### src/common/merge_pkg.sv
package merge_pkg;

  // input port a frame came from, carried on the output tid.
  typedef enum logic {
    SRC_A = 1'b0,
    SRC_B = 1'b1
  } source_t;

  // tuser value on a last beat that marks the whole frame bad.
  localparam logic BAD_FRAME_USER = 1'b1;

  localparam int COUNT_WIDTH = 16;  // width of each statistics counter.

endpackage
### src/design/axis_merge_top.sv
`timescale 1ns/1ns

module axis_merge_top
  import merge_pkg::*;
#(
  parameter int DATA_WIDTH = 8,
  parameter int ADDR_WIDTH = 6
) (
  input  logic                   clk,
  input  logic                   rst,
  input  logic [DATA_WIDTH-1:0]  s_a_tdata,
  input  logic                   s_a_tvalid,
  output logic                   s_a_tready,
  input  logic                   s_a_tlast,
  input  logic                   s_a_tuser,
  input  logic [DATA_WIDTH-1:0]  s_b_tdata,
  input  logic                   s_b_tvalid,
  output logic                   s_b_tready,
  input  logic                   s_b_tlast,
  input  logic                   s_b_tuser,
  output logic [DATA_WIDTH-1:0]  m_tdata,
  output logic                   m_tvalid,
  input  logic                   m_tready,
  output logic                   m_tlast,
  output source_t                m_tid,
  output logic [COUNT_WIDTH-1:0] good_count_a,
  output logic [COUNT_WIDTH-1:0] bad_count_a,
  output logic [COUNT_WIDTH-1:0] ovf_count_a,
  output logic [COUNT_WIDTH-1:0] good_count_b,
  output logic [COUNT_WIDTH-1:0] bad_count_b,
  output logic [COUNT_WIDTH-1:0] ovf_count_b
);

  logic [DATA_WIDTH-1:0] fifo_a_tdata;
  logic                  fifo_a_tvalid;
  logic                  fifo_a_tready;
  logic                  fifo_a_tlast;
  logic [DATA_WIDTH-1:0] fifo_b_tdata;
  logic                  fifo_b_tvalid;
  logic                  fifo_b_tready;
  logic                  fifo_b_tlast;

  // status pulses, one per finished input frame.
  logic good_a;
  logic bad_a;
  logic ovf_a;
  logic good_b;
  logic bad_b;
  logic ovf_b;

  // ********************
  // input frame FIFOs
  // ********************

  axis_fifo #(
    .DATA_WIDTH(DATA_WIDTH),
    .ADDR_WIDTH(ADDR_WIDTH)
  ) u_fifo_a (
    .clk            (clk),
    .rst            (rst),
    .s_tdata        (s_a_tdata),
    .s_tvalid       (s_a_tvalid),
    .s_tready       (s_a_tready),
    .s_tlast        (s_a_tlast),
    .s_tuser        (s_a_tuser),
    .m_tdata        (fifo_a_tdata),
    .m_tvalid       (fifo_a_tvalid),
    .m_tready       (fifo_a_tready),
    .m_tlast        (fifo_a_tlast),
    .status_good    (good_a),
    .status_bad     (bad_a),
    .status_overflow(ovf_a)
  );

  axis_fifo #(
    .DATA_WIDTH(DATA_WIDTH),
    .ADDR_WIDTH(ADDR_WIDTH)
  ) u_fifo_b (
    .clk            (clk),
    .rst            (rst),
    .s_tdata        (s_b_tdata),
    .s_tvalid       (s_b_tvalid),
    .s_tready       (s_b_tready),
    .s_tlast        (s_b_tlast),
    .s_tuser        (s_b_tuser),
    .m_tdata        (fifo_b_tdata),
    .m_tvalid       (fifo_b_tvalid),
    .m_tready       (fifo_b_tready),
    .m_tlast        (fifo_b_tlast),
    .status_good    (good_b),
    .status_bad     (bad_b),
    .status_overflow(ovf_b)
  );

  // ********************
  // merge and counters
  // ********************

  frame_arbiter #(
    .DATA_WIDTH(DATA_WIDTH)
  ) u_arbiter (
    .clk     (clk),
    .rst     (rst),
    .a_tdata (fifo_a_tdata),
    .a_tvalid(fifo_a_tvalid),
    .a_tready(fifo_a_tready),
    .a_tlast (fifo_a_tlast),
    .b_tdata (fifo_b_tdata),
    .b_tvalid(fifo_b_tvalid),
    .b_tready(fifo_b_tready),
    .b_tlast (fifo_b_tlast),
    .m_tdata (m_tdata),
    .m_tvalid(m_tvalid),
    .m_tready(m_tready),
    .m_tlast (m_tlast),
    .m_tid   (m_tid)
  );

  frame_stats u_stats (
    .clk         (clk),
    .rst         (rst),
    .good_a      (good_a),
    .bad_a       (bad_a),
    .ovf_a       (ovf_a),
    .good_b      (good_b),
    .bad_b       (bad_b),
    .ovf_b       (ovf_b),
    .good_count_a(good_count_a),
    .bad_count_a (bad_count_a),
    .ovf_count_a (ovf_count_a),
    .good_count_b(good_count_b),
    .bad_count_b (bad_count_b),
    .ovf_count_b (ovf_count_b)
  );

endmodule

### src/design/frame_stats.sv
`timescale 1ns/1ns

module frame_stats
  import merge_pkg::*;
(
  input  logic                   clk,
  input  logic                   rst,
  input  logic                   good_a,
  input  logic                   bad_a,
  input  logic                   ovf_a,
  input  logic                   good_b,
  input  logic                   bad_b,
  input  logic                   ovf_b,
  output logic [COUNT_WIDTH-1:0] good_count_a,
  output logic [COUNT_WIDTH-1:0] bad_count_a,
  output logic [COUNT_WIDTH-1:0] ovf_count_a,
  output logic [COUNT_WIDTH-1:0] good_count_b,
  output logic [COUNT_WIDTH-1:0] bad_count_b,
  output logic [COUNT_WIDTH-1:0] ovf_count_b
);

  localparam logic [COUNT_WIDTH-1:0] COUNT_MAX = '1;

  logic                   good_pulse [2];
  logic                   bad_pulse [2];
  logic                   ovf_pulse [2];
  logic [COUNT_WIDTH-1:0] good_cnt [2];
  logic [COUNT_WIDTH-1:0] bad_cnt [2];
  logic [COUNT_WIDTH-1:0] ovf_cnt [2];

  function automatic logic [COUNT_WIDTH-1:0] sat_inc(input logic [COUNT_WIDTH-1:0] cnt,
                                                     input logic pulse);
    if (pulse && cnt != COUNT_MAX) begin
      return cnt + 1'b1;
    end
    return cnt;  // holds at max.
  endfunction

  assign good_pulse[SRC_A] = good_a;
  assign bad_pulse[SRC_A]  = bad_a;
  assign ovf_pulse[SRC_A]  = ovf_a;
  assign good_pulse[SRC_B] = good_b;
  assign bad_pulse[SRC_B]  = bad_b;
  assign ovf_pulse[SRC_B]  = ovf_b;

  always_ff @(posedge clk) begin
    if (rst) begin
      for (int s = 0; s < 2; s++) begin
        good_cnt[s] <= '0;
        bad_cnt[s] <= '0;
        ovf_cnt[s] <= '0;
      end
    end else begin
      for (int s = 0; s < 2; s++) begin
        good_cnt[s] <= sat_inc(good_cnt[s], good_pulse[s]);
        bad_cnt[s] <= sat_inc(bad_cnt[s], bad_pulse[s]);
        ovf_cnt[s] <= sat_inc(ovf_cnt[s], ovf_pulse[s]);
      end
    end
  end

  assign good_count_a = good_cnt[SRC_A];
  assign bad_count_a  = bad_cnt[SRC_A];
  assign ovf_count_a  = ovf_cnt[SRC_A];
  assign good_count_b = good_cnt[SRC_B];
  assign bad_count_b  = bad_cnt[SRC_B];
  assign ovf_count_b  = ovf_cnt[SRC_B];

  // a frame ends exactly one way.
  a_one_status_a: assert property (
    @(posedge clk) disable iff (rst) $onehot0({good_a, bad_a, ovf_a})
  );
  a_one_status_b: assert property (
    @(posedge clk) disable iff (rst) $onehot0({good_b, bad_b, ovf_b})
  );

endmodule

### src/design/frame_arbiter.sv
`timescale 1ns/1ns

module frame_arbiter
  import merge_pkg::*;
#(
  parameter int DATA_WIDTH = 8
) (
  input  logic                  clk,
  input  logic                  rst,
  input  logic [DATA_WIDTH-1:0] a_tdata,
  input  logic                  a_tvalid,
  output logic                  a_tready,
  input  logic                  a_tlast,
  input  logic [DATA_WIDTH-1:0] b_tdata,
  input  logic                  b_tvalid,
  output logic                  b_tready,
  input  logic                  b_tlast,
  output logic [DATA_WIDTH-1:0] m_tdata,
  output logic                  m_tvalid,
  input  logic                  m_tready,
  output logic                  m_tlast,
  output source_t               m_tid
);

  source_t               grant;       // source of the current or last frame.
  source_t               sel;
  source_t               other;
  logic                  frame_open;  // first beat passed, last not yet.
  logic                  out_ready;
  logic                  sel_valid;
  logic                  sel_last;
  logic [DATA_WIDTH-1:0] sel_data;
  logic                  take;

  assign other = (grant == SRC_A) ? SRC_B : SRC_A;

  // ********************
  // source select
  // ********************

  always_comb begin
    if (frame_open) begin
      sel = grant;  // locked until the last beat.
    end else if (a_tvalid && b_tvalid) begin
      sel = other;
    end else if (b_tvalid) begin
      sel = SRC_B;
    end else begin
      sel = SRC_A;
    end
  end

  assign sel_valid = (sel == SRC_A) ? a_tvalid : b_tvalid;
  assign sel_last  = (sel == SRC_A) ? a_tlast : b_tlast;
  assign sel_data  = (sel == SRC_A) ? a_tdata : b_tdata;

  assign out_ready = m_tready || !m_tvalid;
  assign take = sel_valid && out_ready;

  assign a_tready = out_ready && (sel == SRC_A);
  assign b_tready = out_ready && (sel == SRC_B);

  // ********************
  // output stage
  // ********************

  always_ff @(posedge clk) begin
    if (rst) begin
      grant <= SRC_B;  // first frame goes to SRC_A.
      frame_open <= 1'b0;
      m_tvalid <= 1'b0;
    end else begin
      if (take) begin
        grant <= sel;
        frame_open <= !sel_last;
      end
      if (out_ready) begin
        m_tvalid <= sel_valid;
      end
    end
  end

  always_ff @(posedge clk) begin
    if (take) begin
      m_tdata <= sel_data;
      m_tlast <= sel_last;
      m_tid <= sel;
    end
  end

  // tid holds from the first beat of a frame to its last.
  a_grant_locked: assert property (
    @(posedge clk) disable iff (rst) m_tvalid && !m_tlast |=> $stable(m_tid)
  );

endmodule

### src/axis_fifo/axis_fifo.sv
`timescale 1ns/1ns

module axis_fifo
  import merge_pkg::*;
#(
  parameter int DATA_WIDTH = 8,
  parameter int ADDR_WIDTH = 6
) (
  input  logic                  clk,
  input  logic                  rst,
  input  logic [DATA_WIDTH-1:0] s_tdata,
  input  logic                  s_tvalid,
  output logic                  s_tready,
  input  logic                  s_tlast,
  input  logic                  s_tuser,
  output logic [DATA_WIDTH-1:0] m_tdata,
  output logic                  m_tvalid,
  input  logic                  m_tready,
  output logic                  m_tlast,
  output logic                  status_good,
  output logic                  status_bad,
  output logic                  status_overflow
);

  localparam int DEPTH = 2 ** ADDR_WIDTH;
  localparam int WORD_WIDTH = DATA_WIDTH + 1;  // tlast rides above the data.

  logic [ADDR_WIDTH:0] wr_ptr;      // committed, end of the last good frame.
  logic [ADDR_WIDTH:0] wr_ptr_cur;  // tentative, inside the open frame.
  logic [ADDR_WIDTH:0] wr_ptr_rd;   // committed pointer as seen by the read side.
  logic [ADDR_WIDTH:0] rd_ptr;
  logic [ADDR_WIDTH:0] wr_ptr_next;
  logic [ADDR_WIDTH:0] wr_ptr_cur_next;
  logic [ADDR_WIDTH:0] used_words;

  logic [WORD_WIDTH-1:0] mem [DEPTH];
  logic [WORD_WIDTH-1:0] rd_word;
  logic                  rd_word_valid;
  logic [WORD_WIDTH-1:0] out_word;

  logic full_cur;
  logic full_wr;
  logic empty;
  logic write;
  logic read;
  logic load_out;
  logic good_next;
  logic bad_next;
  logic ovf_next;

  // ********************
  // write side
  // ********************

  // full_cur with the whole buffer taken by the open frame means overflow.
  assign full_cur = (wr_ptr_cur[ADDR_WIDTH] != rd_ptr[ADDR_WIDTH]) &&
                    (wr_ptr_cur[ADDR_WIDTH-1:0] == rd_ptr[ADDR_WIDTH-1:0]);
  assign full_wr  = (wr_ptr_cur[ADDR_WIDTH] != wr_ptr[ADDR_WIDTH]) &&
                    (wr_ptr_cur[ADDR_WIDTH-1:0] == wr_ptr[ADDR_WIDTH-1:0]);

  // stall while older frames drain, but keep eating an over-long frame.
  assign s_tready = !full_cur || full_wr;

  always_comb begin
    write = 1'b0;
    wr_ptr_next = wr_ptr;
    wr_ptr_cur_next = wr_ptr_cur;
    good_next = 1'b0;
    bad_next = 1'b0;
    ovf_next = 1'b0;
    if (s_tvalid && s_tready) begin
      if (full_cur) begin
        // frame no longer fits, rest of it is discarded.
        if (s_tlast) begin
          wr_ptr_cur_next = wr_ptr;
          ovf_next = 1'b1;
        end
      end else begin
        write = 1'b1;
        wr_ptr_cur_next = wr_ptr_cur + 1'b1;
        if (s_tlast) begin
          if (s_tuser == BAD_FRAME_USER) begin
            wr_ptr_cur_next = wr_ptr;  // rewind.
            bad_next = 1'b1;
          end else begin
            wr_ptr_next = wr_ptr_cur + 1'b1;  // commit.
            good_next = 1'b1;
          end
        end
      end
    end
  end

  always_ff @(posedge clk) begin
    if (rst) begin
      wr_ptr <= '0;
      wr_ptr_cur <= '0;
      wr_ptr_rd <= '0;
      status_good <= 1'b0;
      status_bad <= 1'b0;
      status_overflow <= 1'b0;
    end else begin
      wr_ptr <= wr_ptr_next;
      wr_ptr_cur <= wr_ptr_cur_next;
      wr_ptr_rd <= wr_ptr;
      status_good <= good_next;
      status_bad <= bad_next;
      status_overflow <= ovf_next;
    end
  end

  always_ff @(posedge clk) begin
    if (write) begin
      mem[wr_ptr_cur[ADDR_WIDTH-1:0]] <= {s_tlast, s_tdata};
    end
  end

  // ********************
  // read side
  // ********************

  assign empty = (wr_ptr_rd == rd_ptr);
  assign load_out = m_tready || !m_tvalid;
  assign read = (load_out || !rd_word_valid) && !empty;

  always_ff @(posedge clk) begin
    if (rst) begin
      rd_ptr <= '0;
      rd_word_valid <= 1'b0;
      m_tvalid <= 1'b0;
    end else begin
      if (read) begin
        rd_ptr <= rd_ptr + 1'b1;
      end
      if (load_out || !rd_word_valid) begin
        rd_word_valid <= !empty;
      end
      if (load_out) begin
        m_tvalid <= rd_word_valid;
      end
    end
  end

  always_ff @(posedge clk) begin
    if (read) begin
      rd_word <= mem[rd_ptr[ADDR_WIDTH-1:0]];  // memory read register.
    end
    if (load_out) begin
      out_word <= rd_word;  // output register.
    end
  end

  assign m_tdata = out_word[DATA_WIDTH-1:0];
  assign m_tlast = out_word[DATA_WIDTH];

  assign used_words = wr_ptr - rd_ptr;

  a_committed_bound: assert property (
    @(posedge clk) disable iff (rst) used_words <= DEPTH
  );

  // downstream relies on a held beat.
  a_output_stable: assert property (
    @(posedge clk) disable iff (rst)
    m_tvalid && !m_tready |=> m_tvalid && $stable(m_tdata) && $stable(m_tlast)
  );

endmodule

### config.mk
export PLATFORM = sky130hd
export DESIGN_NAME = axis_merge_top
export DESIGN_NICKNAME = d
export VERILOG_FILES = /design/src/common/merge_pkg.sv /design/src/design/axis_merge_top.sv /design/src/design/frame_stats.sv /design/src/design/frame_arbiter.sv /design/src/axis_fifo/axis_fifo.sv
export SDC_FILE = /design/constraint.sdc
export NUM_CORES = 2
export LEC_CHECK = 0
export ABC_CLOCK_PERIOD_IN_PS = 3800
export BUFFER_PORTS_ARGS = -buffer_cell sky130_fd_sc_hd__buf_2
export CAP_MARGIN = 10
export CORE_MARGIN = 4
export CORE_UTILIZATION = 42
export CTS_CLUSTER_SIZE = 16
export DETAILED_ROUTE_END_ITERATION = 10
export GPL_TIMING_DRIVEN = 0
export MAX_ROUTING_LAYER = met4
export PLACE_DENSITY = 0.62
export RECOVER_POWER = 50
export REMOVE_ABC_BUFFERS = 1
export SLEW_MARGIN = 10
export SYNTH_ARGS = -nofsm -noshare
export SYNTH_HDL_FRONTEND = slang
export SYNTH_SLANG_ARGS = --single-unit
### constraint.sdc
create_clock -name clk -period 3.8 [get_ports clk]
set_clock_uncertainty 0.15 [all_clocks]
set_input_delay 0.19 -clock clk [delete_from_list [all_inputs] [get_ports clk]]
set_output_delay 0.19 -clock clk [all_outputs]
set_load 0.01 [all_outputs]
# Word level (Yosys, flattened, before mapping)
# Memory sizes are Yosys's and may differ from the RTL's. A register that Yosys moved wholly into a read port is not among the register bits.
# Index checks and enable logic that the tools add are counted.
dict set report classes {
  muxes 68
  n_addsub 10
  n_reduce_logical 43
  eq_ne 18
  n_bitwise 13
}
# cell n
set op_table {}
lappend op_table {{two-way mux 16 bit} 24}
lappend op_table {{adder 16 x 1 -> 16 bit (second input constant)} 6}
lappend op_table {{!= test 16 bit (second input constant)} 6}
lappend op_table {{two-way mux 7 bit} 8}
lappend op_table {{two-way mux 1 bit} 35}
lappend op_table {{adder 7 x 1 -> 7 bit (second input constant)} 4}
lappend op_table {{equality test 6 bit} 4}
lappend op_table {{logical AND 1 bit} 18}
lappend op_table {{equality test 7 bit} 2}
lappend op_table {{zero test 1 bit} 10}
lappend op_table {{two-way mux 8 bit} 1}
lappend op_table {{OR reduction 4 bit} 2}
lappend op_table {{logical OR 1 bit} 7}
lappend op_table {{NOT 1 bit} 7}
lappend op_table {{bitwise OR 1 bit} 6}
lappend op_table {{AND reduction 3 bit} 2}
lappend op_table {{OR reduction 3 bit} 2}
lappend op_table {{!= test 1 bit} 4}
lappend op_table {{!= test 2 bit (second input constant)} 2}
lappend op_table {{AND reduction 2 bit} 2}
dict set report word_totals {
  inputBits 25
  register_bits 97
  memories 5
  ramBits 1248
}
# memory words word_bits rd rd_clocked_by_memory_dff write_ports line
set mem_list {}
lappend mem_list {u_fifo_a.mem 64 9 1 1 1 axis_fifo.sv:36} ;# logic [WORD_WIDTH-1:0] mem [DEPTH];
lappend mem_list {u_fifo_b.mem 64 9 1 1 1 axis_fifo.sv:36}
lappend mem_list {u_stats.bad_cnt 2 16 2 0 2 frame_stats.sv:28} ;# logic [COUNT_WIDTH-1:0] bad_cnt [2];
lappend mem_list {u_stats.good_cnt 2 16 2 0 2 frame_stats.sv:27} ;# logic [COUNT_WIDTH-1:0] good_cnt [2];
lappend mem_list {u_stats.ovf_cnt 2 16 2 0 2 frame_stats.sv:29} ;# logic [COUNT_WIDTH-1:0] ovf_cnt [2];

# Logic depth before layout (Yosys ltp)
dict set report logic_depth {
  word_depth 8
  depth_mapped 10
}

# Cells and area by module
# A second synthesis with hierarchy kept.
dict set report unflattened {
  cells_unflattened 3141
  hier_area_um2 54743.8
}
# module seq_area_each_um2 area_per_inst_um2 cells_each n_inst
set by_module_without_submodules {}
lappend by_module_without_submodules {{axis_fifo at u_fifo_b} 18497.7 24587.3 1246 1}
lappend by_module_without_submodules {{axis_fifo at u_fifo_a} 18497.7 24563.6 1253 1}
lappend by_module_without_submodules {frame_stats 1921.8 5003.5 600 1}
lappend by_module_without_submodules {frame_arbiter 360.3 589.3 42 1}

# Worst setup path after synthesis
# Ideal clock, no wire load.
dict set report synth_path {
  path_kind {flip-flop to flip-flop}
  from {register u_fifo_a.wr_ptr_cur[0]}
  to {memory u_fifo_a.mem[10][0] (netlist bit), enable pin}
  path_slack_ns 1.034
  n_path_buf 3
  arrival_time_ns 2.242
  path_stages_with_launch 9
  path_cell_list {dfxtp_1 -> buf_2 -> xor2_1 -> or4_1 -> buf_2 -> nand2_1 -> or4b_2 -> clkbuf_1 -> nor2_1}
}
dict set report synth_between {
  elab_chain_len 8
  elab_cells_between_ends 11
}
# element line
set synth_lines {}
lappend synth_lines {{start: declaration} axis_fifo.sv:29} ;# logic [ADDR_WIDTH:0] wr_ptr_cur;
lappend synth_lines {{start signal: assignment} axis_fifo.sv:104} ;# wr_ptr_cur <= wr_ptr_cur_next;
lappend synth_lines {{equality test 6 bit} axis_fifo.sv:57} ;# (wr_ptr_cur[ADDR_WIDTH-1:0] == rd_ptr[ADDR_WIDTH-1:0]);
lappend synth_lines {{logical AND 1 bit} axis_fifo.sv:56} ;# assign full_cur = (wr_ptr_cur[ADDR_WIDTH] != rd_ptr[ADDR_WIDTH]) &&
lappend synth_lines {{zero test 1 bit} axis_fifo.sv:62} ;# assign s_tready = !full_cur || full_wr;
lappend synth_lines {{logical OR 1 bit} axis_fifo.sv:62}
lappend synth_lines {{logical AND 1 bit} axis_fifo.sv:71} ;# if (s_tvalid && s_tready) begin
lappend synth_lines {{two-way mux 1 bit} axis_fifo.sv:71}
lappend synth_lines {{two-way mux 1 bit} axis_fifo.sv:113} ;# if (write) begin
lappend synth_lines {{two-way mux 1 bit (not written as such)} axis_fifo.sv:114} ;# mem[wr_ptr_cur[ADDR_WIDTH-1:0]] <= {s_tlast, s_tdata};
lappend synth_lines {{end: declaration} axis_fifo.sv:36}
# Parallel ways exist; a longest one is shown, timed or not.

# Worst setup path after layout
dict set report layout_path {
  from {register u_fifo_b.rd_ptr[1]}
  to {memory u_fifo_b.mem[31][1] (netlist bit), enable pin}
}
dict set report layout_between {
  elab_chain_len 8
  elab_cells_between_ends 9
}
# element line
set layout_lines {}
lappend layout_lines {{start: declaration} axis_fifo.sv:31} ;# logic [ADDR_WIDTH:0] rd_ptr;
lappend layout_lines {{start signal: assignment} axis_fifo.sv:133} ;# rd_ptr <= rd_ptr + 1'b1;
lappend layout_lines {{equality test 6 bit *} axis_fifo.sv:57}
lappend layout_lines {{logical AND 1 bit *} axis_fifo.sv:56}
lappend layout_lines {{zero test 1 bit} axis_fifo.sv:62}
lappend layout_lines {{logical OR 1 bit} axis_fifo.sv:62}
lappend layout_lines {{logical AND 1 bit} axis_fifo.sv:71}
lappend layout_lines {{two-way mux 1 bit *} axis_fifo.sv:71}
lappend layout_lines {{two-way mux 1 bit *} axis_fifo.sv:113}
lappend layout_lines {{two-way mux 1 bit (not written as such) *} axis_fifo.sv:114}
lappend layout_lines {{end: declaration} axis_fifo.sv:36}
# Every way passes the cells marked *; elsewhere a longest branch is shown, timed or not.

==> out/qor.yml <==
status: "finished, violations left"
violations: "max-capacitance violations, max-slew violations, negative setup slack"
gp_congestion: 0.8040
start_util_pct: 42.25
finalSetupViolCount: 7
finalInstanceArea_sq_mm: 0.06131
cts_sinks: 1363
slowest_delay_ns: 0.74
worst-endpoint-arrival_ns: 4.04
port_buffers: 133
clock_path_buffers: 3
timing.final.hold_violations: 0
min-delay-start: "s_a_tuser"
rsz0062_at_grt: "yes"
final-instance-count-excl-fill: 4964
fin_hold_ws_ns: 0.1740
setup_ws_ns: -0.01217
ys.flop_type: "edfxtp_1"
die_h_um: 365.9
switchingPower_mw: 8.769
r2r_cells: 7
place_area_sq_mm: 0.05635
cpLargestDelayFamily: "simple AND/OR/NAND/NOR gates"
drv_slew: 1178
grt_pass1_vias: 27950
powerDensity_mw_per_mm2: 583.4
insertion_delay_ns: 0.76
area_delta_synth_final_pct: 13.94
wl_mm: 123.0
swShare_pct: 24.52
clkPwrFrac_pct: 37.1
fp.dieW_um: 365.9
grt_start_max_net_pins: 86
r2r_start: "u_fifo_b.rd_ptr[1]"
fin_util_pct: 48.14
required_ns: 4.03
synth-edff-count: 1198
worstPathMaxFanout: 32
tightest_slew_ns: 3.202
synth_warnings: 0
synth_area_leaders: "edfxtp_1 67%, mux4_2 12%, dfxtp_1 6.1%"
syn_area_per_cell_sq_um: 17.79
grt_pass1_wl_mm: 184.1
hold_end: "u_fifo_a.status_bad"
r2r_slack_ns: -0.01
post-route-period-util_pct: 100.3
fin_setup_tns_ns: -0.05626
mappedNetlistArea_sq_mm: 0.05381
wl_per_cell_um: 24.79
final_nets: 3223
dieArea_sq_mm: 0.1339
final_layout_size_suffix_gt1_share_pct: 20.03
cts_buffers: 142
vdd_drop_max_mv: 0.3139
firstDrtPassIters: 5
cpMaxStageDelayCell: "nor2_2"
comb_power_share_pct: 15.0
io_pins: 134
via_count: 28030
cts_tree: "done"
min_path_cells: 4
final_antenna_net_count: 0
max_freq_mhz: 262.3
cp-end-kind: "flop"
path_cells: "buf_12 -> xnor2_1 -> nand3_1 -> or2_1 -> and2_1 -> nand2b_1 -> nor2_2"
grt_usage_pct: 18.78
coreArea_sq_mm: 0.1274
drt-initial-drc-count: 2494
maxCapViolations: 18
p_total_mw: 35.76
holdCritPathClass: "primary input to flop"
seq_power_share_pct: 48.0
start_kind: "flop"
synthCells: 3025
intPower_mw: 26.99
ys_async_sr_fraction_pct: 0
yosysTopAreaCell: "edfxtp_1"
rows: 131
slew_headroom_pct: -113.5
synth_seq_area_share_pct: 73.00
dp_hpwl_mm: 73.70
h-tree-depth: 4
path_buf_inv: 1
drc_errors: 0
period_minus_slack_ns: 3.812
clkTransAtPathRegs_ns: 0.06
vias_per_cell: 5.647
cts_root_buffer: "clkbuf_16"
timing.rr.end: "u_fifo_b.mem[31][1]"
fillers: 10560
ys_ff_latch: 1363
post-place-cells: 4673
ys_types: 73
power_leakage_nw: 18.80
dp_slack_ns: -0.4233
grt_overflow: 0
critPathKind: "flop to flop"
synth_top_area_share_pct: 66.86
antenna_found_initial: 3
-- sequential cells by signal, indices dropped and copies added, names as in the netlist, 8 cells and up --
register and count:
u_fifo_b.mem 576, u_stats.ovf_cnt 32, u_fifo_a.out_word 9, u_arbiter.m_tdata 8, u_fifo_a.mem 576, u_fifo_a.rd_word 9
u_fifo_b.out_word 9, u_stats.good_cnt 32, u_stats.bad_cnt 32, u_fifo_b.rd_word 9
-- final cells by class --
cell class / instances / area [sq um] / area share (%)
well taps: 1662 / 2079 / 3.392
diodes: 2 / 5.005 / 0.008164
clock inverters: 77 / 651.9 / 1.063
flip-flops and latches: 1363 / 39310 / 64.12
multi-input cells: 1469 / 14000 / 22.84
clock buffers: 179 / 3787 / 6.178
inverters: 24 / 90.09 / 0.1469
repair buffers: 188 / 1380 / 2.251
-- kinds of logic after synthesis --
group | count (synthesis) | share of synthesized area (%)
adder cells (fa/ha/maj) | 10 | 0.2325
XOR/XNOR | 134 | 2.181
buffers and inverters | 193 | 1.614
AO/OA/AOI/OAI | 261 | 3.458
flip-flops | 1363 | 73.00
AND/OR/NAND/NOR | 698 | 6.153
multiplexers | 366 | 13.36
-- what timing repair did --
item,4_1_cts,5_1_grt
endpoints found under the hold margin,211,832
hold buffers,11,13
setup endpoints to repair,736,937
buffers inserted,5,3
gates resized for setup,68,43
gates cloned,0,1
pin swaps,1,1
-- routing by layer --
| layer | wire length (um) | global-route usage, % | vias up |
|---|---|---|---|
| li1 | - | - | 12370 |
| met1 | 53660 | 26.16 | 14520 |
| met2 | 57370 | 27.98 | 945 |
| met3 | 8788 | 3.858 | 196 |
| met4 | 3229 | 5.959 | 0 |
| met5 | 0 | - | - |
-- worst max-delay path by stage --
stage | endpoint | from | slack (ns) | cells after the start
after floorplan | u_fifo_a.mem[10][0] | u_fifo_a.rd_ptr[0] | -4.31 | 5
after global placement | u_fifo_b.rd_word[8] | u_fifo_b.rd_ptr[0] | -8.35 | 5
after detailed placement | u_fifo_b.mem[38][0] | u_fifo_b.rd_ptr[0] | -0.42 | 6
after CTS | u_fifo_b.mem[37][2] | u_fifo_b.rd_ptr[5] | -0.24 | 6
after global routing | u_fifo_b.mem[31][1] | u_fifo_b.rd_ptr[0] | -0.13 | 7
final | u_fifo_b.mem[31][1] | u_fifo_b.rd_ptr[1] | -0.01 | 7
-- synth_stat cells (all sizes together) (40+ instances only) --
| cell type | instances |
|---|---|
| a21oi | 41 |
| xor2 | 85 |
| dfxtp | 165 |
| a22oi | 40 |
| clkbuf | 74 |
| nand2 | 128 |
| buf | 95 |
| edfxtp | 1198 |
| xnor2 | 49 |
| o21ai | 42 |
| mux4 | 280 |
| nand3 | 64 |
| mux2i | 68 |
| nor2 | 286 |
-- power groups by stage --
stage	Combinational, mW	Clock [mW]	Sequential (mW)
global route	5.75	14.2	17.2
CTS	5.40	13.6	17.1
global placement	3.73	0	17.9
finish	5.35	13.3	17.2
detailed placement	5.28	0	17.5
floorplan	3.51	0	17.9
-- tightest hold or removal path: stages --
cell           delay [ns]
dlygate4sd3_1        0.58
buf_2                0.16
inv_1                0.06
nor2_1               0.04
-- cells in the final DEF (no fill, tap or decap), drive strengths merged, types with 40 or more instances in the layout --
cell type,count
nor2,286
edfxtp,1198
o21ai,42
nand3,64
mux4,280
xor2,85
a22oi,40
clkinv,56
xnor2,49
nand2,128
a21oi,41
dfxtp,165
clkbuf,304
mux2i,68
Power figures use the tool's default switching activity.
